[src/mem_bus_pkg.sv]
// shared message types, header and beat structs for the memory to wishbone bridge
`default_nettype none

package mem_bus_pkg;

  localparam int ADDR_WIDTH      = 32;
  localparam int DATA_WIDTH      = 64;
  localparam int BYTES_PER_WORD  = DATA_WIDTH / 8;
  localparam int LANE_BITS       = $clog2(BYTES_PER_WORD);
  localparam int WORD_ADDR_WIDTH = ADDR_WIDTH - LANE_BITS;

  // only uncached traffic is carried
  typedef enum logic [1:0] {
    MSG_UC_RD = 2'b00,
    MSG_UC_WR = 2'b01
  } mem_msg_type_e;

  // log2 of the byte count
  typedef enum logic [2:0] {
    SIZE_1  = 3'd0,
    SIZE_2  = 3'd1,
    SIZE_4  = 3'd2,
    SIZE_8  = 3'd3,
    SIZE_16 = 3'd4,
    SIZE_32 = 3'd5
  } mem_msg_size_e;

  typedef struct packed {
    mem_msg_type_e           msg_type;
    mem_msg_size_e           size;
    logic [ADDR_WIDTH-1:0]   addr;
    logic [7:0]              id;
  } mem_header_s;

  // one bus word on its way to the wishbone master
  typedef struct packed {
    logic [WORD_ADDR_WIDTH-1:0] adr;
    logic [DATA_WIDTH-1:0]      data;
    logic [BYTES_PER_WORD-1:0]  sel;
    logic                       we;
    logic                       last;
    mem_msg_size_e              size;
  } bus_req_s;

  typedef struct packed {
    logic [DATA_WIDTH-1:0] data;
    logic                  last;
  } bus_resp_s;

  // copies the low bytes of a narrow access into every lane
  function automatic logic [DATA_WIDTH-1:0] replicate_low(
    input logic [DATA_WIDTH-1:0] data,
    input mem_msg_size_e         size
  );
    logic [DATA_WIDTH-1:0] rep;
    case (size)
      SIZE_1:  rep = {(BYTES_PER_WORD){data[7:0]}};
      SIZE_2:  rep = {(BYTES_PER_WORD / 2){data[15:0]}};
      SIZE_4:  rep = {(BYTES_PER_WORD / 4){data[31:0]}};
      default: rep = data;
    endcase
    return rep;
  endfunction

endpackage

`default_nettype wire

[src/wb_master_fsm.sv]
// wishbone classic master, one bus cycle per request with registered cyc and stb
`timescale 1ns/1ps
`default_nettype none

module wb_master_fsm
  import mem_bus_pkg::*;
(
  input  wire logic                       clk_i,
  input  wire logic                       rst_n_i,
  input  wire bus_req_s                   req_i,
  input  wire logic                       req_v_i,
  output logic                            req_yumi_o,
  input  wire logic                       resp_room_i,
  output bus_resp_s                       resp_o,
  output logic                            resp_v_o,
  output logic [WORD_ADDR_WIDTH-1:0]      wb_adr_o,
  output logic [DATA_WIDTH-1:0]           wb_dat_o,
  output logic [BYTES_PER_WORD-1:0]       wb_sel_o,
  output logic                            wb_we_o,
  output logic                            wb_cyc_o,
  output logic                            wb_stb_o,
  input  wire logic [DATA_WIDTH-1:0]      wb_dat_i,
  input  wire logic                       wb_ack_i
);

  typedef enum logic [1:0] {
    ST_RESET    = 2'b00,
    ST_WAIT_REQ = 2'b01,
    ST_WAIT_ACK = 2'b10
  } state_e;

  state_e state_r;
  state_e state_n;
  logic   cyc_n;
  logic   stb_n;
  logic   start;
  logic   done;

  // only start when the output register can take the beat
  assign start = req_v_i & resp_room_i;
  assign done  = (state_r == ST_WAIT_ACK) & wb_ack_i;

  always_comb begin
    state_n = state_r;
    cyc_n   = 1'b0;
    stb_n   = 1'b0;
    case (state_r)
      ST_RESET: begin
        state_n = ST_WAIT_REQ;
      end
      ST_WAIT_REQ: begin
        cyc_n = start;
        stb_n = start;
        if (start) begin
          state_n = ST_WAIT_ACK;
        end
      end
      ST_WAIT_ACK: begin
        // drop the strobe the cycle after ack
        cyc_n = ~wb_ack_i;
        stb_n = ~wb_ack_i;
        if (wb_ack_i) begin
          state_n = ST_WAIT_REQ;
        end
      end
      default: begin
        state_n = ST_RESET;
      end
    endcase
  end

  always_ff @(posedge clk_i or negedge rst_n_i) begin
    if (!rst_n_i) begin
      state_r  <= ST_RESET;
      wb_cyc_o <= 1'b0;
      wb_stb_o <= 1'b0;
    end else begin
      state_r  <= state_n;
      wb_cyc_o <= cyc_n;
      wb_stb_o <= stb_n;
    end
  end

  // request is held stable until it is consumed
  assign wb_adr_o = req_i.adr;
  assign wb_dat_o = req_i.data;
  assign wb_sel_o = req_i.sel;
  assign wb_we_o  = req_i.we;

  assign req_yumi_o  = done;
  assign resp_v_o    = done;
  assign resp_o.data = wb_dat_i;
  assign resp_o.last = req_i.last;

endmodule

`default_nettype wire

[config.mk]
export PLATFORM = sky130hd
export DESIGN_NAME = wb_master_fsm
export DESIGN_NICKNAME = d
export VERILOG_FILES = /design/src/mem_bus_pkg.sv /design/src/wb_master_fsm.sv
export SDC_FILE = /design/constraint.sdc
export NUM_CORES = 1
export LEC_CHECK = 0
export BUFFER_PORTS_ARGS = -buffer_cell sky130_fd_sc_hd__buf_2
export CAP_MARGIN = 25
export CORE_AREA = 2 2 136 138
export DETAILED_ROUTE_END_ITERATION = 7
export DIE_AREA = 0 0 138 140
export GPL_TIMING_DRIVEN = 0
export MAX_ROUTING_LAYER = met4
export SYNTH_ARGS = -nofsm -noshare
export SYNTH_HDL_FRONTEND = slang
export SYNTH_SLANG_ARGS = --single-unit
[constraint.sdc]
create_clock -name clk_i -period 2 [get_ports clk_i]
set_input_delay 0.1 -clock clk_i [delete_from_list [all_inputs] [get_ports clk_i]]
set_output_delay 0.1 -clock clk_i [all_outputs]
set_load 0.1 [all_outputs]
==> run metrics <==
status=completed; fillcell total=approximately 2000; # Max-Cap Violations=0; worst slack, placed=approximately 360 ps; Worst Setup Path Type=reg -> out; FF-to-FF setup slack=500 ps; Post-CTS Hold Buffers=1; VDD IR max=around 0.6 mV; Power Dens Cells=roughly 900 nW/um2; PnR worst setup slack=143 ps; Final Hold Viols=0; Tightest Pin Transition=roughly 520 ps; crit path buf inv count=3; Die Area=19300 um2; total track usage=under 10%; initial antenna violation count=1; Relative slew margins=between 60 and 70%; Die Y=140 um; CP Launch Type=flip-flop; Max clock buf depth=2; mapped cell area=~1500 um2; clk root buf=clkbuf_16; PortBufs=~180; synth-to-layout area growth=82.7%; layout cells sized above 1=95.1%; I/O pin count=between 300 and 400; Max Clock Freq=around 0.54 GHz; CP endpoint=resp_v_o; Post-CTS Resized=0; # setup viols final=0; post-synth top area share=a little over four fifths; worst skew pair latency=between 200 and 250 ps; Rows=49; worst setup path startpoint=state_r[0]; Mean Syn Cell Area=8.02 um2; WL final=5750 um; syn nets=between 300 and 400; Final Util=roughly 16%; cell family with most CP delay=buffers and inverters; worst reg2reg endpoint=state_r[1]; crit path DAT=1760 ps; Overflow after GRT=0; HP Start=resp_room_i; RSZ-0062 raised after global routing=no; clk slew on worst S/H paths=~30 ps; total negative setup slack=0 ps; Detail Route Antenna Nets=0; top post-synthesis cells by area=buf_4, dfrtp_1, ha_1; Netlist cell types=13; vias in the first global route=between 1000 and 1500; r2r worst-path depth=5; via count=~1600; count of final max-slew check failures=0; critical-path cell list=inv_1 -> ha_1 -> and2_2 -> buf_4 -> buf_2; H-tree Lvls=1; slowest cell delay on critical path=420 ps; clock skew=~1 ps; register area=~75 um2; Die X=between 100 and 150 um; Final period util=between 90% and 100%; first-pass GRT wire length=roughly 7500 um; multi-input logic area=164 um2; drt first pass iters=4; DP HPWL=5470 um; cell taking the most area after synthesis=buf_4; Post-Synthesis Cells=189; starting DRC count in detailed routing=35; register bit total from synthesis=3; Min-Delay Path Class=in -> reg; R2R Path Start=state_r[0]; synth warn=0; register area share after synthesis=between 4 and 5%; Worst EP required=1900 ps; vias per cell=about 2.7; slowest stage cell, crit path=dfrtp_1; CTS tree=yes; capturing element type of the critical path=output port; clk sinks=3; Stages on worst setup path=5; Setup Buffers After CTS=0; Leak=around 1.7 nW; Wirelength per Cell=around 9.6 um; Final min period=approximately 1900 ps; # nets final=~550; CP max FO=4; pin count of the biggest net entering global routing=6; CORE AREA=approximately 18000 um2; TritonCTS Buffers=3; DRC=0; GP Congestion=0.816; Initial Util=8.52%
## cells in the final DEF, fill, tap and decap left out, types with 2 or more instances in the layout
master / n
buf_2: 175
buf_4: 169
ha_1: 6
clkbuf_16: 3
dfrtp_1: 3
inv_1: 2
## worst min-delay path by stage
stage | depth (start not counted) | slack [ps] | to
CTS | 3 | 200 | wb_stb_o
detailed placement | 1 | -100 | wb_stb_o
global placement | 1 | -100 | wb_stb_o
global route | 2 | 230 | state_r[1]
finish | 3 | 190 | wb_stb_o
floorplan | 0 | -200 | state_r[0]
## metal layers
metal / track usage (%) / part of all wire (%) / routed length, um
met3: 1.68 / 15 / 840
met5: - / 0 / 0
met4: 0.806 / 0.43 / 25
met2: 10.6 / 58 / 3340
met1: 4.20 / 27 / 1550
## cells in the mapped netlist (all sizes together)
cell and count:
a21boi 2, and2 1, buf 169, dfrtp 3, ha 6, inv 2, mux2 1, mux2i 1
nand2 1, nand2b 1, nand3 1, o21bai 1
## worst min-delay path, stage by stage
cell      delay (ps)
buf_2            100
nand3_1           70
a21boi_0          90
## where the power goes
| part | total (mW) | switching (mW) | leakage [nW] | internal, mW |
|---|---|---|---|---|
| Combinational | 2.11 | 1.67 | 1.61 | 0.443 |
| Sequential | 0.119 | 0.0306 | 0.0383 | 0.0881 |
| Clock | 0.316 | 0.0529 | 0.0382 | 0.263 |
| Total | 2.55 | 1.75 | 1.69 | 0.794 |
## area by class of cell
class	instances	area share, %
plain buffers	169	45.8
repair buffers	176	32.0
multi-input cells	15	5.92
inverters	2	0.271
flip-flops and latches	3	2.71
well taps	229	10.3
diodes	1	0.0904
clock buffers	4	2.85
## stage by stage
| step | area, um2 | hold slack (ps) | instances | total power [mW] |
|---|---|---|---|---|
| 2_1_floorplan | 1520 | -196 | 189 | 2.01 |
| 3_3_place_gp | 2680 | -105 | 593 | 2.23 |
| 3_5_place_dp | 2680 | -101 | 593 | 2.25 |
| 4_1_cts | 2770 | 196 | 598 | 2.57 |
| 5_1_grt | 2770 | 233 | 599 | 2.63 |
| 6_report | 2770 | 194 | 599 | 2.55 |
## flip-flops by register name (all words and copies together), names as in the netlist
signal and flops:
wb_stb_o 1, state_r 2
## logic make-up (layout without fill, tap and decap cells)
group / count (synthesis) / after routing / synth area share (%)
and+or+nand+nor: 4 / 4 / 1.98
other: 0 / 1 / 0
DFF: 3 / 3 / 4.95
adders and majority gates: 6 / 6 / 4.95
buffers and inverters: 171 / 351 / 84.2
AOI/OAI and AO/OA: 3 / 3 / 2.23
muxes: 2 / 2 / 1.65
Note: power is estimated with default switching activity, not from simulation.
