[src/mem_bus_pkg.sv]
// shared message types, header and beat structs for the memory to wishbone bridge
`default_nettype none

package mem_bus_pkg;

  localparam int ADDR_WIDTH      = 32;
  localparam int DATA_WIDTH      = 64;
  localparam int BYTES_PER_WORD  = DATA_WIDTH / 8;
  localparam int LANE_BITS       = $clog2(BYTES_PER_WORD);
  localparam int WORD_ADDR_WIDTH = ADDR_WIDTH - LANE_BITS;

  // only uncached traffic is carried
  typedef enum logic [1:0] {
    MSG_UC_RD = 2'b00,
    MSG_UC_WR = 2'b01
  } mem_msg_type_e;

  // log2 of the byte count
  typedef enum logic [2:0] {
    SIZE_1  = 3'd0,
    SIZE_2  = 3'd1,
    SIZE_4  = 3'd2,
    SIZE_8  = 3'd3,
    SIZE_16 = 3'd4,
    SIZE_32 = 3'd5
  } mem_msg_size_e;

  typedef struct packed {
    mem_msg_type_e           msg_type;
    mem_msg_size_e           size;
    logic [ADDR_WIDTH-1:0]   addr;
    logic [7:0]              id;
  } mem_header_s;

  // one bus word on its way to the wishbone master
  typedef struct packed {
    logic [WORD_ADDR_WIDTH-1:0] adr;
    logic [DATA_WIDTH-1:0]      data;
    logic [BYTES_PER_WORD-1:0]  sel;
    logic                       we;
    logic                       last;
    mem_msg_size_e              size;
  } bus_req_s;

  typedef struct packed {
    logic [DATA_WIDTH-1:0] data;
    logic                  last;
  } bus_resp_s;

  // copies the low bytes of a narrow access into every lane
  function automatic logic [DATA_WIDTH-1:0] replicate_low(
    input logic [DATA_WIDTH-1:0] data,
    input mem_msg_size_e         size
  );
    logic [DATA_WIDTH-1:0] rep;
    case (size)
      SIZE_1:  rep = {(BYTES_PER_WORD){data[7:0]}};
      SIZE_2:  rep = {(BYTES_PER_WORD / 2){data[15:0]}};
      SIZE_4:  rep = {(BYTES_PER_WORD / 4){data[31:0]}};
      default: rep = data;
    endcase
    return rep;
  endfunction

endpackage

`default_nettype wire

[src/cmd_stream_in.sv]
// command stream input side, turns header and data beats into bus-word requests
`timescale 1ns/1ps
`default_nettype none

module cmd_stream_in
  import mem_bus_pkg::*;
#(
  parameter int MAX_BEATS = 4
) (
  input  wire logic                  clk_i,
  input  wire logic                  rst_n_i,
  input  wire mem_header_s           cmd_header_i,
  input  wire logic [DATA_WIDTH-1:0] cmd_data_i,
  input  wire logic                  cmd_v_i,
  input  wire logic                  cmd_last_i,
  output logic                       cmd_ready_and_o,
  output bus_req_s                   req_o,
  output logic                       req_v_o,
  input  wire logic                  req_yumi_i,
  output mem_header_s                hdr_o
);

  localparam int CNT_W = $clog2(MAX_BEATS + 1);

  mem_header_s       hdr_r;
  logic              first_r;
  logic [CNT_W-1:0]  cnt_r;
  bus_req_s          req_r;
  logic              req_v_r;

  logic              accept;
  logic              rd_next;
  logic              load_req;
  mem_header_s       src_hdr;
  logic [CNT_W-1:0]  src_idx;
  logic [CNT_W-1:0]  total;
  bus_req_s          next_req;

  // words in the command, never more than MAX_BEATS
  function automatic logic [CNT_W-1:0] beat_total(input mem_msg_size_e size);
    int beats;
    beats = (size > SIZE_8) ? (1 << (int'(size) - int'(SIZE_8))) : 1;
    if (beats > MAX_BEATS) begin
      beats = MAX_BEATS;
    end
    return CNT_W'(beats);
  endfunction

  function automatic logic [BYTES_PER_WORD-1:0] lane_sel(input mem_header_s h);
    logic [BYTES_PER_WORD-1:0] mask;
    case (h.size)
      SIZE_1:  mask = BYTES_PER_WORD'(8'h01);
      SIZE_2:  mask = BYTES_PER_WORD'(8'h03);
      SIZE_4:  mask = BYTES_PER_WORD'(8'h0f);
      default: mask = '1;
    endcase
    if (h.size < SIZE_8) begin
      mask = mask << h.addr[LANE_BITS-1:0];
    end
    return mask;
  endfunction

  assign accept  = cmd_v_i & cmd_ready_and_o;
  // reads expand into further words from the held header
  assign rd_next = req_yumi_i & ~req_r.we & ~req_r.last;
  assign load_req = accept | rd_next;

  always_comb begin
    if (accept && first_r) begin
      src_hdr = cmd_header_i;
      src_idx = '0;
    end else begin
      src_hdr = hdr_r;
      src_idx = cnt_r;
    end
    total = beat_total(src_hdr.size);

    next_req.adr  = src_hdr.addr[ADDR_WIDTH-1:LANE_BITS] + WORD_ADDR_WIDTH'(src_idx);
    next_req.sel  = lane_sel(src_hdr);
    next_req.we   = (src_hdr.msg_type == MSG_UC_WR);
    next_req.last = ((src_idx + CNT_W'(1)) == total);
    next_req.size = src_hdr.size;
    // narrow write data is taken from the low bytes
    next_req.data = next_req.we ? replicate_low(cmd_data_i, src_hdr.size) : '0;
  end

  always_ff @(posedge clk_i or negedge rst_n_i) begin
    if (!rst_n_i) begin
      req_v_r <= 1'b0;
      first_r <= 1'b1;
      cnt_r   <= '0;
    end else if (accept) begin
      req_v_r <= 1'b1;
      first_r <= cmd_last_i;
      cnt_r   <= src_idx + CNT_W'(1);
    end else if (req_yumi_i) begin
      req_v_r <= rd_next;
      if (rd_next) begin
        cnt_r <= cnt_r + CNT_W'(1);
      end
    end
  end

  always_ff @(posedge clk_i) begin
    if (accept && first_r) begin
      hdr_r <= cmd_header_i;
    end
    if (load_req) begin
      req_r <= next_req;
    end
  end

  assign cmd_ready_and_o = ~req_v_r;
  assign req_o           = req_r;
  assign req_v_o         = req_v_r;
  assign hdr_o           = hdr_r;

endmodule

`default_nettype wire

[config.mk]
export PLATFORM = sky130hd
export DESIGN_NAME = cmd_stream_in
export DESIGN_NICKNAME = d
export VERILOG_FILES = /design/src/mem_bus_pkg.sv /design/src/cmd_stream_in.sv
export SDC_FILE = /design/constraint.sdc
export NUM_CORES = 1
export LEC_CHECK = 0
export BUFFER_PORTS_ARGS = -buffer_cell sky130_fd_sc_hd__buf_4
export CAP_MARGIN = 15
export CORE_MARGIN = 2
export CORE_UTILIZATION = 53
export DETAILED_ROUTE_END_ITERATION = 7
export PLACE_DENSITY = 0.82
export SKIP_CTS_REPAIR_TIMING = 1
export SLEW_MARGIN = 30
export SYNTH_ARGS = -nofsm -noshare
export SYNTH_HDL_FRONTEND = slang
export SYNTH_SLANG_ARGS = --single-unit
[constraint.sdc]
create_clock -name clk_i -period 8.3 [get_ports clk_i]
set_clock_uncertainty 0.05 [all_clocks]
set_input_delay 0.415 -clock clk_i [delete_from_list [all_inputs] [get_ports clk_i]]
set_output_delay 0.415 -clock clk_i [all_outputs]
set_load 0.05 [all_outputs]
==> impl_results.md <==
- Status: finished, final reports clean
- Boundary Pins: approximately 270
- Worst-path fanout max: 59
- Max_cap viols: 0
- Die X: 120 um
- Critical path buffers and inverters: 5
- Final setup vio count: 0
- Final min period: between 3 and 4 ns
- Crit-path cells: nand3b_4, buf_4, inv_1, buf_4, nand2_1, nand2_1, ha_1, inv_1, fa_1, inv_1, a21o_1, o211ai_4, nor4_2, xor2_1
- CP startpoint: first_r$_DFFE_PN1N_
- Reg2Reg Capture Point: req_o[105]$_DFFE_PP_
- Final TNS setup: 0 ns
- Final ANT Viol Nets: 0
- # DRC: 0
- Max incr delay on CP: around 0.60 ns
- Pin count of the biggest net entering global routing: 66
- Fmax: 0.267 GHz
- Post-layout instance area: approximately 9900 sq um
- CTS tree: done
- Port Buf Inserts: approximately 270
- Fraction of layout cells with a size suffix above 1: 0.366
- Most Frequent Cell on Critical Path: inv_1
- Crit path depth: 14
- Worst slack at placement: between 4 and 5 ns
- Final RePlAce weighted congestion: approximately 0.93
- Primary FF master, synth: edfxtp_1
- Reg clk slew, reported paths: approximately 0.060 ns
- Die area: 14400 sq um
- Worst reg-to-reg path cell count: 14
- Vias per cell: approximately 5.7
- Vias in the first global route: between 6000 and 7000
- Post-Syn Area: a little over 7000 sq um
- Routed len/inst: roughly 19 um
- Mapped Cells: 630
- Worst-case clock buffer depth: 2
- Post-synth cell types: 58
- YS warnings: 0
- Vert. Die Dim: between 100 and 150 um
- Hold slack final: around 0.12 ns
- Gr usage total: 0.283
- Crit path kind: reg -> reg
- RSZ-0062 raised after global routing: no
- Sequential area share after synthesis: 0.600
- Synth-to-layout area growth: 38.7%
- Hold depth: 1
- Final hold vios: 0
- Row count: 42
- Worst EP arrival: about 3.9 ns
- Worst setup path endpoint: req_o[105]$_DFFE_PP_
- Hold Crit Class: in -> reg
- Post-DP HPWL: 14700 um
- Number of synthesized flops with an enable pin: 114
- Via count: 6150
- Worst-margin pin slew: 0.896 ns
- Reg2reg setup slack: roughly 4.6 ns
- Core area: around 13000 sq um
- Num Clock Sinks: ~160
- Start of the worst register-to-register path: first_r$_DFFE_PN1N_
- Critical Path Sink Type: flip-flop
- Syn avg cell area: approximately 11 sq um
- ANT cells: 0
- GRT overflow: 0
- Initial DRT Pass Iterations: 6
- Crit-path slowest cell: dfstp_2
- Syn Nets: approximately 760
- Drt total wl: between 20000 and 25000 um
- Fraction of registers with async set/reset: 0.0321
- Root Driver: clkbuf_16
- Fin. max-slew vios: 0
- FF+latch count, synth: 156
- Fin nets: approximately 1000
- Max_slew headroom: 0.399
- First DRT Iteration DRCs: approximately 570
- Number of antenna violations at the first check in global routing: 0
- Period utilization: 0.452
- Htree depth: 4
- Effective utilization at floorplan: 0.542
- First-pass GRT wire length: roughly 31000 um
- Crit-path leading delay family: buffers and inverters
- Worst path required time: between 8 and 9 ns
- Setup WS post-layout: about 4.6 ns
- Placed cell area: 9280 sq um
- Critical Path Start Type: flip-flop
- Worst-Skew Late Latency: approximately 0.42 ns
- CTS Buf Count: 17
Yosys cell counts (all sizes together) (10+ instances only):
cell | count | share of area
a21oi | 49 | 0.036
a222oi | 16 | 0.022
a22oi | 17 | 0.019
buf | 20 | 0.017
dfxtp | 37 | 0.10
edfxtp | 114 | 0.48
ha | 10 | 0.017
inv | 26 | 0.014
mux2i | 15 | 0.023
nand2 | 112 | 0.059
nand3 | 20 | 0.014
nand4 | 11 | 0.0096
nor2 | 54 | 0.029
nor2b | 10 | 0.0087
o21ai | 11 | 0.0077
xnor2 | 14 | 0.017
xor2 | 14 | 0.017
final cells by class:
type | count | area (sq um)
Timing Repair Buffer | 272 | 2040
Inverter | 26 | 100
Clock buffer | 19 | 433
Sequential cell | 156 | 4290
Fill cell | 895 | 3270
Multi-Input combinational cell | 419 | 2630
Tap cell | 176 | 220
Clock inverter | 13 | 198
registers in the layout, summed over array words and instances, names as in the netlist:
signal,flops
req_o,106
hdr_o,45
cnt_r,3
first_r,1
req_v_o,1
metal layers:
| metal | wire, um | up-vias | global-route usage | part of all wire |
|---|---|---|---|---|
| met4 | 412 | 0 | 0.102 | 0.020 |
| met2 | 10600 | 380 | 0.496 | 0.51 |
| met3 | 2370 | 44 | 0.0851 | 0.12 |
| met5 | 0 | - | 0 | 0 |
| li1 | - | 2825 | - | - |
| met1 | 7190 | 2901 | 0.327 | 0.35 |
stage by stage:
| step | cells | utilization |
|---|---|---|
| after floorplan | 630 | - |
| after global placement | 1048 | 0.703 |
| after detailed placement | 1048 | 0.703 |
| after CTS | 1080 | 0.751 |
| after global routing | 1081 | 0.752 |
| final | 1081 | 0.752 |
worst min-delay path by stage:
stage | startpoint | end | slack [ns]
after floorplan | rst_n_i | cnt_r[0]$_DFFE_PN0P_ | 0.07
after global placement | rst_n_i | req_v_o$_DFFE_PN0N_ | 0.17
after detailed placement | rst_n_i | req_v_o$_DFFE_PN0N_ | 0.17
after CTS | rst_n_i | cnt_r[1]$_DFFE_PN0P_ | -0.27
after global routing | cmd_header_i[4] | hdr_o[4]$_DFFE_PN_ | 0.10
final | cmd_header_i[4] | hdr_o[4]$_DFFE_PN_ | 0.12
logic make-up after synthesis:
| logic type | count (synthesis) | share of synthesized area |
|---|---|---|
| and+or+nand+nor | 232 | 0.150 |
| buffers and inverters | 55 | 0.0350 |
| adders and majority gates | 11 | 0.0203 |
| AOI/OAI and AO/OA | 127 | 0.128 |
| muxes | 21 | 0.0332 |
| xor gates and xnor gates | 28 | 0.0343 |
| DFF | 156 | 0.600 |
layout by cell type (no fill, tap or decap), drive strengths merged, types with 6 or more instances in the layout:
cell / n
buf: 271
edfxtp: 114
nand2: 112
nor2: 54
a21oi: 49
dfxtp: 37
inv: 26
nand3: 20
clkbuf: 19
a22oi: 17
a222oi: 16
mux2i: 15
xor2: 14
xnor2: 14
nand4: 11
o21ai: 11
nor2b: 10
ha: 10
nor3: 9
a22o: 8
a31oi: 6
mux2: 6
clkinv: 6
Power is not shown: default switching activity piles up to over one toggle a cycle in this logic, so the estimate is an artifact.
