==> config.mk <==
export PLATFORM = sky130hd
export DESIGN_NAME = resp_stream_out
export DESIGN_NICKNAME = d
export VERILOG_FILES = /design/src/mem_bus_pkg.sv /design/src/resp_stream_out.sv
export SDC_FILE = /design/constraint.sdc
export NUM_CORES = 1
export LEC_CHECK = 0
export BUFFER_PORTS_ARGS = -buffer_cell sky130_fd_sc_hd__buf_2
export CAP_MARGIN = 20
export CORE_MARGIN = 4
export CORE_UTILIZATION = 45
export DETAILED_ROUTE_END_ITERATION = 7
export GPL_TIMING_DRIVEN = 0
export HOLD_SLACK_MARGIN = 0.05
export PLACE_DENSITY = 0.74
export SYNTH_ARGS = -nofsm -noshare
export SYNTH_HDL_FRONTEND = slang
export SYNTH_SLANG_ARGS = --single-unit
==> constraint.sdc <==
create_clock -name clk_i -period 1.35 [get_ports clk_i]
set_input_delay 0.27 -clock clk_i [delete_from_list [all_inputs] [get_ports clk_i]]
set_output_delay 0.27 -clock clk_i [all_outputs]
set_load 0.005 [all_outputs]
==> src/mem_bus_pkg.sv <==
// shared message types, header and beat structs for the memory to wishbone bridge
`default_nettype none

package mem_bus_pkg;

  localparam int ADDR_WIDTH      = 32;
  localparam int DATA_WIDTH      = 64;
  localparam int BYTES_PER_WORD  = DATA_WIDTH / 8;
  localparam int LANE_BITS       = $clog2(BYTES_PER_WORD);
  localparam int WORD_ADDR_WIDTH = ADDR_WIDTH - LANE_BITS;

  // only uncached traffic is carried
  typedef enum logic [1:0] {
    MSG_UC_RD = 2'b00,
    MSG_UC_WR = 2'b01
  } mem_msg_type_e;

  // log2 of the byte count
  typedef enum logic [2:0] {
    SIZE_1  = 3'd0,
    SIZE_2  = 3'd1,
    SIZE_4  = 3'd2,
    SIZE_8  = 3'd3,
    SIZE_16 = 3'd4,
    SIZE_32 = 3'd5
  } mem_msg_size_e;

  typedef struct packed {
    mem_msg_type_e           msg_type;
    mem_msg_size_e           size;
    logic [ADDR_WIDTH-1:0]   addr;
    logic [7:0]              id;
  } mem_header_s;

  // one bus word on its way to the wishbone master
  typedef struct packed {
    logic [WORD_ADDR_WIDTH-1:0] adr;
    logic [DATA_WIDTH-1:0]      data;
    logic [BYTES_PER_WORD-1:0]  sel;
    logic                       we;
    logic                       last;
    mem_msg_size_e              size;
  } bus_req_s;

  typedef struct packed {
    logic [DATA_WIDTH-1:0] data;
    logic                  last;
  } bus_resp_s;

  // copies the low bytes of a narrow access into every lane
  function automatic logic [DATA_WIDTH-1:0] replicate_low(
    input logic [DATA_WIDTH-1:0] data,
    input mem_msg_size_e         size
  );
    logic [DATA_WIDTH-1:0] rep;
    case (size)
      SIZE_1:  rep = {(BYTES_PER_WORD){data[7:0]}};
      SIZE_2:  rep = {(BYTES_PER_WORD / 2){data[15:0]}};
      SIZE_4:  rep = {(BYTES_PER_WORD / 4){data[31:0]}};
      default: rep = data;
    endcase
    return rep;
  endfunction

endpackage

`default_nettype wire

==> src/resp_stream_out.sv <==
// response stream output side, one-entry register with narrow read replication
`timescale 1ns/1ps
`default_nettype none

module resp_stream_out
  import mem_bus_pkg::*;
(
  input  wire logic                  clk_i,
  input  wire logic                  rst_n_i,
  input  wire mem_header_s           hdr_i,
  input  wire bus_resp_s             beat_i,
  input  wire logic                  beat_v_i,
  output logic                       room_o,
  output mem_header_s                resp_header_o,
  output logic [DATA_WIDTH-1:0]      resp_data_o,
  output logic                       resp_v_o,
  output logic                       resp_last_o,
  input  wire logic                  resp_ready_and_i
);

  mem_header_s           hdr_r;
  logic [DATA_WIDTH-1:0] data_r;
  logic                  last_r;
  logic                  v_r;

  logic                  narrow;
  logic [DATA_WIDTH-1:0] lane_data;
  logic [DATA_WIDTH-1:0] beat_data;

  assign narrow = (hdr_i.size < SIZE_8);

  always_comb begin
    // move the addressed lanes down to byte zero, then fan out
    lane_data = beat_i.data >> {hdr_i.addr[LANE_BITS-1:0], 3'b000};
    if (narrow) begin
      beat_data = replicate_low(lane_data, hdr_i.size);
    end else begin
      beat_data = beat_i.data;
    end
  end

  always_ff @(posedge clk_i or negedge rst_n_i) begin
    if (!rst_n_i) begin
      v_r <= 1'b0;
    end else if (beat_v_i) begin
      v_r <= 1'b1;
    end else if (resp_ready_and_i) begin
      v_r <= 1'b0;
    end
  end

  // header copy kept here, the input side moves on to the next command
  always_ff @(posedge clk_i) begin
    if (beat_v_i) begin
      hdr_r  <= hdr_i;
      data_r <= beat_data;
      last_r <= beat_i.last;
    end
  end

  // free only when empty, so an ack never meets a full register
  assign room_o = ~v_r;

  assign resp_header_o = hdr_r;
  assign resp_data_o   = data_r;
  assign resp_v_o      = v_r;
  assign resp_last_o   = last_r;

endmodule

`default_nettype wire

==> results by group, run 1 <==
Clock network
  • Clock sink total: 111
  • CTS Buf Count: 9
  • Htree depth: 3
  • CTS tree: yes
  • Root Driver: clkbuf_16
  • Worst skew pair latency: 0.35 ns
  • Max clock buf depth: 2
  • CTS clk-pin slew, worst paths: 0.08 ns

Worst setup path
  • Reg2reg start: resp_v_o$_DFFE_PN0P_
  • R2R cell count: 2
  • WP data arrival: 1.72 ns
  • Crit start category: input port
  • Crit-path max FO: 6
  • Critical path's top delay family: multiplexers
  • CP max stage cell: mux4_2
  • Reg2Reg Setup Slack: 0.74 ns
  • Crit path buf inv count: 4
  • Critical path class: input port to register
  • RR Endpoint: resp_v_o$_DFFE_PN0P_
  • Required time at the worst-slack endpoint: 1.47 ns
  • Critical Path End Type: register
  • Crit-path cells: buf_12, buf_4, buf_16, mux4_2, mux2i_4, buf_6, a22oi_2, o21a_1
  • Max stage delay on crit path: 0.54 ns

GRT
  • Number of global-route vias before repair: 5,251
  • Global-route usage over all layers: a little over a quarter
  • GRT Residual Overflow: 0
  • Largest net degree at the start of global routing: 69
  • First-pass GRT wire length: slightly below 30,000 µm
  • Initial antenna violation count: 1

STA
  • Relative slew slack: 60.5%
  • Period Utilization, post-route: 118%
  • Final hold viol count: 0
  • Setup skew after layout: 0 ns
  • Fmax: between 600 and 700 MHz
  • Final Worst Setup Slack: -0.249 ns
  • Min Tclk post-route: between 1.5 and 2 ns
  • Actual slew at the worst max-slew pin: ~0.6 ns
  • Final setup fails: 62
  • Slew Limit Fails: 0
  • Unrepaired setup endpoints after global routing: yes

Layout
  • Nets@finish: 831
  • Most frequent cells in the layout: buf_2, edfxtp_1, nor2_1
  • Commonest non-fill, non-tap cell in the layout: buf_2
  • Final Cell Area: 8040 µm²
  • Ant diodes: 0
  • Final cell count without fillers: 894
  • Area growth syn-to-layout: 39.4%
  • Layout cells sized above 1: 51.0%

Logic synthesis
  • Number of synthesized register bits: about 110
  • Post-synth EDFFs: 110
  • Asr flop ratio synth: 0.901%
  • Synth Cell Area: 5770 µm²
  • Sequential element share of the synthesized area: 57.7%
  • Syn. warnings: 0
  • Netlist cell types: 42
  • Syn avg cell area: 12.5 µm²
  • Post-synthesis cell count: 460
  • Synthesized Nets: 574
  • Ys flop type: edfxtp_1

Detailed routing
  • Wire length per cell: 22.4 µm
  • Drt total wl: 20,000 µm
  • Drt initial violations: 551
  • Routed via count: 5,174
  • # DRC: 0
  • Final ANT Viol Nets: 0
  • Vias/cell: 5.79
  • Router iterations before antenna repair: 7

Floorplanning
  • I/O Pins: 226
  • Core Region: 12,600 µm²
  • Die width: 121 µm
  • Die Ht: 121 µm
  • # rows: 41
  • Initial Utilization: 45.9%
  • Die ar.: 14,700 µm²

Placement
  • Port bufs: approximately 230
  • Place WS: -1.03 ns
  • Cells after DPL: 858
  • Post-DP HPWL: 14,000 µm
  • Placed Area: 7200 µm²
  • Final GP Congestion: 0.903

Hold path
  • Worst min-delay path class: input port to register
  • WHS Path Cells: 1
  • Worst hold path startpoint: hdr_i[33]
  • WHS Endpoint: resp_header_o[33]$_DFFE_PP_

Run status
  • Failing checks: negative setup slack
  • Status: complete, but fails checks

Power and ir drop
  • Final Power: 8.74 mW
  • PD cells: 1090 nW/µm²
  • Peak VDD IR: about 640 µV
  • P_leak: between 3 and 4 nW

Run
  • Maxcap violations: 0
-- cells in the mapped netlist, types with 4 or more instances --
| master | n | area share [%] |
|---|---|---|
| nand2_1 | 30 | 2.0 |
| nor3_1 | 4 | 0.35 |
| a2111oi_0 | 4 | 0.61 |
| and2_1 | 4 | 0.43 |
| nor2b_1 | 8 | 0.87 |
| inv_1 | 4 | 0.26 |
| mux2_2 | 7 | 1.4 |
| nor2_1 | 58 | 3.8 |
| buf_6 | 5 | 0.98 |
| nand3b_1 | 5 | 0.65 |
| buf_4 | 5 | 0.65 |
| nand3_1 | 14 | 1.2 |
| mux2i_1 | 26 | 4.5 |
| o22ai_1 | 12 | 1.3 |
| o21a_1 | 32 | 4.2 |
| buf_2 | 8 | 0.69 |
| a21o_1 | 9 | 1.2 |
| edfxtp_1 | 110 | 57 |
| o211ai_1 | 13 | 1.7 |
| clkbuf_1 | 13 | 0.85 |
| a22oi_1 | 8 | 1.0 |
| a21oi_1 | 15 | 1.3 |
| a211oi_1 | 8 | 1.0 |
| mux4_2 | 16 | 6.2 |
| o21ai_0 | 18 | 1.6 |
-- what timing repair did --
item                       4_1_cts  5_1_grt
hold buffers                     1        0
setup buffers                   12       11
gates resized for setup         80       36
gates cloned                     2        0
hold endpoints to repair         1        0
pin swaps                       15        9
setup endpoints to repair       64       64
-- cell families after synthesis --
| family | Yosys count | share of synthesized area [%] |
|---|---|---|
| compound gates | 124 | 14.7 |
| buf+inv | 37 | 3.56 |
| flops | 111 | 57.7 |
| mux | 52 | 13.3 |
| simple gates | 136 | 10.7 |
-- state kept, by name (all words and copies together), names as in the netlist --
name and count:
resp_last_o 1, resp_v_o 1, resp_header_o 45, resp_data_o 64
-- power breakdown --
| part | total [mW] | internal (mW) | switching [mW] |
|---|---|---|---|
| combinational | 1.95 | 0.928 | 1.02 |
| clock | 2.53 | 1.27 | 1.26 |
| sequential | 4.26 | 4.18 | 0.0819 |
| total | 8.74 | 6.38 | 2.36 |
-- per-stage QoR --
stage	setup TNS, ns	util [%]	hold WS [ns]
after floorplan	-19.73	-	-0.0256
after global placement	-171.62	57.1	0.0450
after detailed placement	-65.72	57.3	0.0463
after CTS	-6.45	62.7	0.0742
after global routing	-11.16	64.0	0.0618
final	-8.82	64.0	0.0806
-- layer usage --
| layer | global-route usage [%] | up-vias | part of all wire, % |
|---|---|---|---|
| met2 | 45.0 | 360 | 49 |
| met1 | 31.3 | 2469 | 37 |
| met5 | 0 | - | 0.065 |
| li1 | - | 2296 | - |
| met4 | 12.3 | 2 | 3.0 |
| met3 | 7.04 | 47 | 11 |
-- final cells by class --
type                            instances  area (µm²)
Timing Repair Buffer                  250        1430
Multi-Input combinational cell        312        2470
Fill cell                             995        4530
Inverter                                4        15.0
Clock inverter                          7        55.1
Sequential cell                       111        3330
Buffer                                 29         297
Clock buffer                            9         225
Tap cell                              172         215
-- how the worst max path moves through the flow --
stage / from / end / slack, ns / depth (start not counted)
after floorplan: hdr_i[10] / resp_data_o[41]$_DFFE_PP_ / -0.44 / 7
after global placement: beat_v_i / resp_header_o[37]$_DFFE_PP_ / -1.06 / 1
after detailed placement: hdr_i[9] / resp_data_o[29]$_DFFE_PP_ / -1.03 / 8
after CTS: hdr_i[8] / resp_data_o[29]$_DFFE_PP_ / -0.22 / 7
after global routing: hdr_i[8] / resp_data_o[39]$_DFFE_PP_ / -0.27 / 8
final: hdr_i[8] / resp_data_o[23]$_DFFE_PP_ / -0.25 / 8
Note: power is estimated with default switching activity, not from simulation.
==> inputs of run 2 (changes only) <==
- CORE_UTILIZATION: 45 -> 50
- PLACE_DENSITY: 0.74 -> 0.81
==> run 2 against run 1 <==
  * The flow still finishes with violations (negative setup slack)
  * First-iteration DRC count increased by 8.9%
  * Sequential power about the same
  * Critical path depth unchanged
  * Hold slack improved by 0.0076 ns
  * Clock skew unchanged
  * Maximum frequency decreased by 3.9%
  * Combinational power increased by 4%
  * Highest routed layer is now met4
==> results by group, run 2 (synthesis results as in run 1) <==
Layout
  • Most frequent cells in the layout: buf_2, edfxtp_1, nor2_1
  • Layout filler cell count: 774
  • Layout cells sized above 1: 52.7%
  • Ant diodes: 0
  • Area growth syn-to-layout: 40.8%
  • Final Cell Area: 8120 µm²
  • Commonest non-fill, non-tap cell in the layout: buf_2
  • Nets@finish: between 800 and 900
  • Area of the multi-input gates: 2500 µm²
  • Post-layout util: 73.3%
  • Number of flip-flops in the largest register: 64
  • Storage cell area: ~3300 µm²

Worst setup path
  • Worst setup path end: resp_data_o[28]$_DFFE_PP_
  • CP startpoint: hdr_i[10]
  • Reg2Reg Setup Slack: approximately 0.7 ns
  • Critical path class: input port to register
  • CP max stage cell: mux4_2
  • Crit path buf inv count: 3
  • Crit start category: input port
  • Crit-path max FO: 7
  • Logic depth of the worst path, buffers included: 8
  • CP dominant cell by count: buf_12
  • Reg2reg start: resp_v_o$_DFFE_PN0P_
  • Crit-path cells: buf_12, buf_12, buf_4, mux4_2, mux2i_4, nor2_2, a21oi_2, nand3_1
  • Critical Path End Type: register
  • Required time at the worst-slack endpoint: 1.43 ns
  • WP data arrival: 1.75 ns
  • R2R cell count: 2
  • RR Endpoint: resp_v_o$_DFFE_PN0P_
  • Critical path's top delay family: multiplexers
  • Max stage delay on crit path: 0.55 ns

Clock network
  • CTS clk-pin slew, worst paths: 0.07 ns
  • Root Driver: clkbuf_16
  • Htree depth: 3
  • Worst skew pair latency: 0.35 ns
  • CTS tree: yes
  • Max clock buf depth: 2
  • CTS Buf Count: 9
  • Clock sink total: 111

GRT
  • Initial antenna violation count: 0
  • Gr busiest metal: met2
  • First-pass GRT wire length: 29,000 µm
  • M3 GR Usage: 6.42%
  • Largest net degree at the start of global routing: between 70 and 80
  • GRT Residual Overflow: 0
  • Met2 Use GR: 48.2%
  • Number of global-route vias before repair: ~5,300
  • Global-route usage over all layers: 28.9%
  • GRT met1 Usage: 35.8%

Detailed routing
  • Final ANT Viol Nets: 0
  • # DRC: 0
  • Drt initial violations: 600
  • Wire length per cell: 23.1 µm
  • Drt total wl: 20,100 µm
  • Routed via count: between 5,000 and 6,000
  • Router iterations before antenna repair: 7
  • Vias/cell: 6.11

Power and ir drop
  • Final Power: 9.02 mW
  • P_leak: roughly 3.4 nW
  • PD cells: 1110 nW/µm²
  • Peak VDD IR: 774 µV

STA
  • Fmax: 601 MHz
  • Min Tclk post-route: 1.66 ns
  • Relative slew slack: a little under two thirds
  • Final Worst Setup Slack: -0.314 ns
  • Unrepaired setup endpoints after global routing: yes
  • Actual slew at the worst max-slew pin: approximately 0.55 ns
  • WHS: 0.0882 ns
  • Setup skew after layout: 0 ns
  • Final setup fails: 64
  • Fin Setup TNS: -10.62 ns
  • Final hold viol count: 0
  • Period Utilization, post-route: 123%
  • Slew Limit Fails: 0

Placement
  • Placed Area: 7160 µm²
  • Post-DP HPWL: 14,100 µm
  • Final GP Congestion: 0.937
  • Port bufs: 225

Run status
  • Status: complete, but fails checks
  • Failing checks: negative setup slack

Floorplanning
  • Die Ht: 115 µm
  • # rows: 38
  • Core Region: 11,100 µm²
  • Die ar.: approximately 13,000 µm²
  • I/O Pins: roughly 230
  • Die width: 115 µm
  • Initial Utilization: 52.1%

Run
  • Maxcap violations: 0

Hold path
  • Worst min-delay path class: input port to register
[run 2: worst min-delay path by stage]
stage | startpoint | end | slack (ns) | depth (start not counted)
floorplan | rst_n_i | resp_v_o$_DFFE_PN0P_ | -0.03 | 0
global placement | rst_n_i | resp_v_o$_DFFE_PN0P_ | 0.04 | 1
detailed placement | rst_n_i | resp_v_o$_DFFE_PN0P_ | 0.05 | 1
CTS | hdr_i[5] | resp_header_o[5]$_DFFE_PP_ | 0.08 | 1
global route | hdr_i[5] | resp_header_o[5]$_DFFE_PP_ | 0.08 | 1
finish | hdr_i[5] | resp_header_o[5]$_DFFE_PP_ | 0.09 | 1
[run 2: repair_timing]
item	in CTS	in global routing
gates cloned	2	0
gates resized for setup	87	45
buffers inserted	8	23
endpoints found under the hold margin	1	0
pin swaps	10	18
endpoints found under the setup margin	64	62
hold buffers	1	0
[run 2: cell type report]
| cell class | instances | area share, % |
|---|---|---|
| buffer | 28 | 3.77 |
| clock buffer | 10 | 2.82 |
| clock inverter | 6 | 0.955 |
| inverter | 4 | 0.185 |
| multi-input combinational | 312 | 30.8 |
| sequential | 111 | 41.0 |
| tap | 140 | 2.16 |
| timing repair buffer | 257 | 18.3 |
[run 2: metrics by stage]
stage / cells / setup slack [ns]
finish: 868 / -0.314
global route: 868 / -0.306
CTS: 849 / -0.194
detailed placement: 826 / -0.994
global placement: 825 / -1.02
floorplan: 460 / -0.437
[run 2: per-layer routing]
layer,part of all wire (%),up-vias
met5,0,-
met4,4.6,0
met3,11,87
met2,48,395
met1,36,2523
li1,-,2301
[run 2: worst register-to-register path, stage by stage (launching register included)]
cell      delay (ns)
dfrtp_1         0.39
inv_1           0.07
o21bai_1        0.07
[run 2: power breakdown]
part           internal (mW)  switching [mW]
logic                  0.963            1.05
clock network           1.47            1.27
registers               4.18          0.0806
==> inputs of run 3 (changes only) <==
- CORE_ASPECT_RATIO: default -> 0.5
- SKIP_CTS_REPAIR_TIMING: default -> 1
==> run 3 against run 2 <==
  * Count of clock-buffer cells in the layout is the same
  * The flow still finishes with violations (negative setup slack)
  * Maximum frequency grew 4.1%
  * Clock power shrank 7%
  * Critical path type unchanged
  * Non-clock buffer count decreased by 18
  * Global-route usage fell by 2.7 points
  * Sequential cell count stayed put
  * Hold slack got worse by 0.0013 ns
  * Sequential power about the same
  * Setup slack better by 0.065 ns
==> results by group, run 3 (synthesis results as in run 1) <==
Run status
  • Status: complete, but fails checks
  • Failing checks: negative setup slack

Layout
  • Number of flip-flops in the largest register: 64
  • Layout filler cell count: 798
  • Final cell count without fillers: 855
  • Area growth syn-to-layout: 37.2%
  • Commonest non-fill, non-tap cell in the layout: buf_2
  • Ant diodes: 0
  • Most frequent cells in the layout: buf_2, edfxtp_1, nor2_1
  • Layout cells sized above 1: between 40% and 50%
  • Nets@finish: 819

STA
  • Setup skew after layout: 0 ns
  • Relative slew slack: 63.6%
  • Final Worst Setup Slack: -0.249 ns
  • Final setup fails: 62
  • Actual slew at the worst max-slew pin: 0.546 ns
  • Final hold viol count: 0
  • Unrepaired setup endpoints after global routing: yes
  • Min Tclk post-route: 1.60 ns
  • WHS: 0.0869 ns
  • Period Utilization, post-route: 118%
  • Slew Limit Fails: 0
  • Fmax: about 630 MHz

Worst setup path
  • Crit-path max FO: 7
  • CP startpoint: hdr_i[10]
  • Crit start category: input port
  • Reg2reg start: resp_v_o$_DFFE_PN0P_
  • Reg2Reg Setup Slack: 0.74 ns
  • Critical path class: input port to register
  • WP data arrival: 1.71 ns
  • Required time at the worst-slack endpoint: ~1.5 ns
  • R2R cell count: 2
  • Critical Path End Type: register

Floorplanning
  • I/O Pins: around 230
  • Initial Utilization: 51.9%
  • Die Ht: 83.9 µm
  • Die width: 160 µm
  • Core Region: 11,100 µm²
  • # rows: 27
  • Die ar.: around 13,000 µm²

Clock network
  • Htree depth: 3
  • Worst skew pair latency: 0.35 ns
  • Max clock buf depth: 2
  • Clock sink total: 111
  • CTS clk-pin slew, worst paths: roughly 0.07 ns
  • CTS tree: yes
  • Root Driver: clkbuf_16
  • CTS Buf Count: 9

GRT
  • First-pass GRT wire length: 27,600 µm
  • Global-route usage over all layers: 26.2%
  • GRT Residual Overflow: 0
  • Number of global-route vias before repair: 5,015
  • Initial antenna violation count: 0
  • Largest net degree at the start of global routing: 73

Detailed routing
  • # DRC: 0
  • Vias/cell: between 6 and 7
  • Router iterations before antenna repair: 8
  • Routed via count: 5,248
  • Wire length per cell: 22.7 µm
  • Final ANT Viol Nets: 0
  • Drt initial violations: 705
  • Drt total wl: slightly below 20,000 µm

Placement
  • Final GP Congestion: 0.930
  • Cells after DPL: 831
  • Port bufs: 225
  • Post-DP HPWL: 13,400 µm

Hold path
  • WHS Path Cells: 1
  • Worst hold path startpoint: hdr_i[0]
  • Worst min-delay path class: input port to register

Power and ir drop
  • PD cells: 1100 nW/µm²
  • P_leak: 3.28 nW
  • Peak VDD IR: between 600 and 700 µV

Run
  • Maxcap violations: 0
[run 3: worst max-delay path, cell delays in order]
cell and delay, ns:
buf_12 0.12, buf_12 0.13, mux4_2 0.55, buf_6 0.15, o22ai_1 0.22, o21a_1 0.20
nor2_1 0.06
[run 3: power breakdown]
| part | total, mW | leakage (nW) | switching, mW | internal (mW) |
|---|---|---|---|---|
| Sequential | 4.26 | 1.09 | 0.0806 | 4.18 |
| Combinational | 1.91 | 2.07 | 1.03 | 0.888 |
| Clock | 2.55 | 0.132 | 1.27 | 1.28 |
[run 3: worst paths after layout]
path,end
max in group asynchronous,resp_v_o$_DFFE_PN0P_
min in group asynchronous,resp_v_o$_DFFE_PN0P_
max reg2reg,resp_v_o$_DFFE_PN0P_
min reg2reg,resp_v_o$_DFFE_PN0P_
max,resp_data_o[17]$_DFFE_PP_
min,resp_header_o[0]$_DFFE_PP_
[run 3: final cells by class]
class	count	area, µm²	share of cell area, %
buffer	29	295	3.73
sequential	111	3330	42.1
inverter	4	15.0	0.190
multi-input combinational	312	2480	31.4
clock inverter	6	52.6	0.664
timing repair buffer	238	1330	16.8
clock buffer	10	229	2.89
tap	145	181	2.29
[run 3: layer usage]
metal | GRT usage, % | vias up | share of wire [%]
li1 | - | 2266 | -
met1 | 33.1 | 2493 | 38
met2 | 42.8 | 411 | 47
met3 | 8.19 | 78 | 12
met4 | 9.99 | 0 | 3.1
met5 | 0 | - | 0
[run 3: metrics by stage]
step	area (µm²)	worst slack, ns	setup TNS (ns)	total power [mW]	util, %
6_report	7910	-0.249	-8.61	8.73	71.2
2_1_floorplan	5830	-0.437	-19.73	5.12	-
5_1_grt	7910	-0.249	-10.36	9.06	71.2
3_5_place_dp	7170	-1.02	-62.44	5.98	64.5
4_1_cts	7450	-0.662	-30.51	8.50	67.0
3_3_place_gp	7140	-1.06	-170.06	5.94	64.2
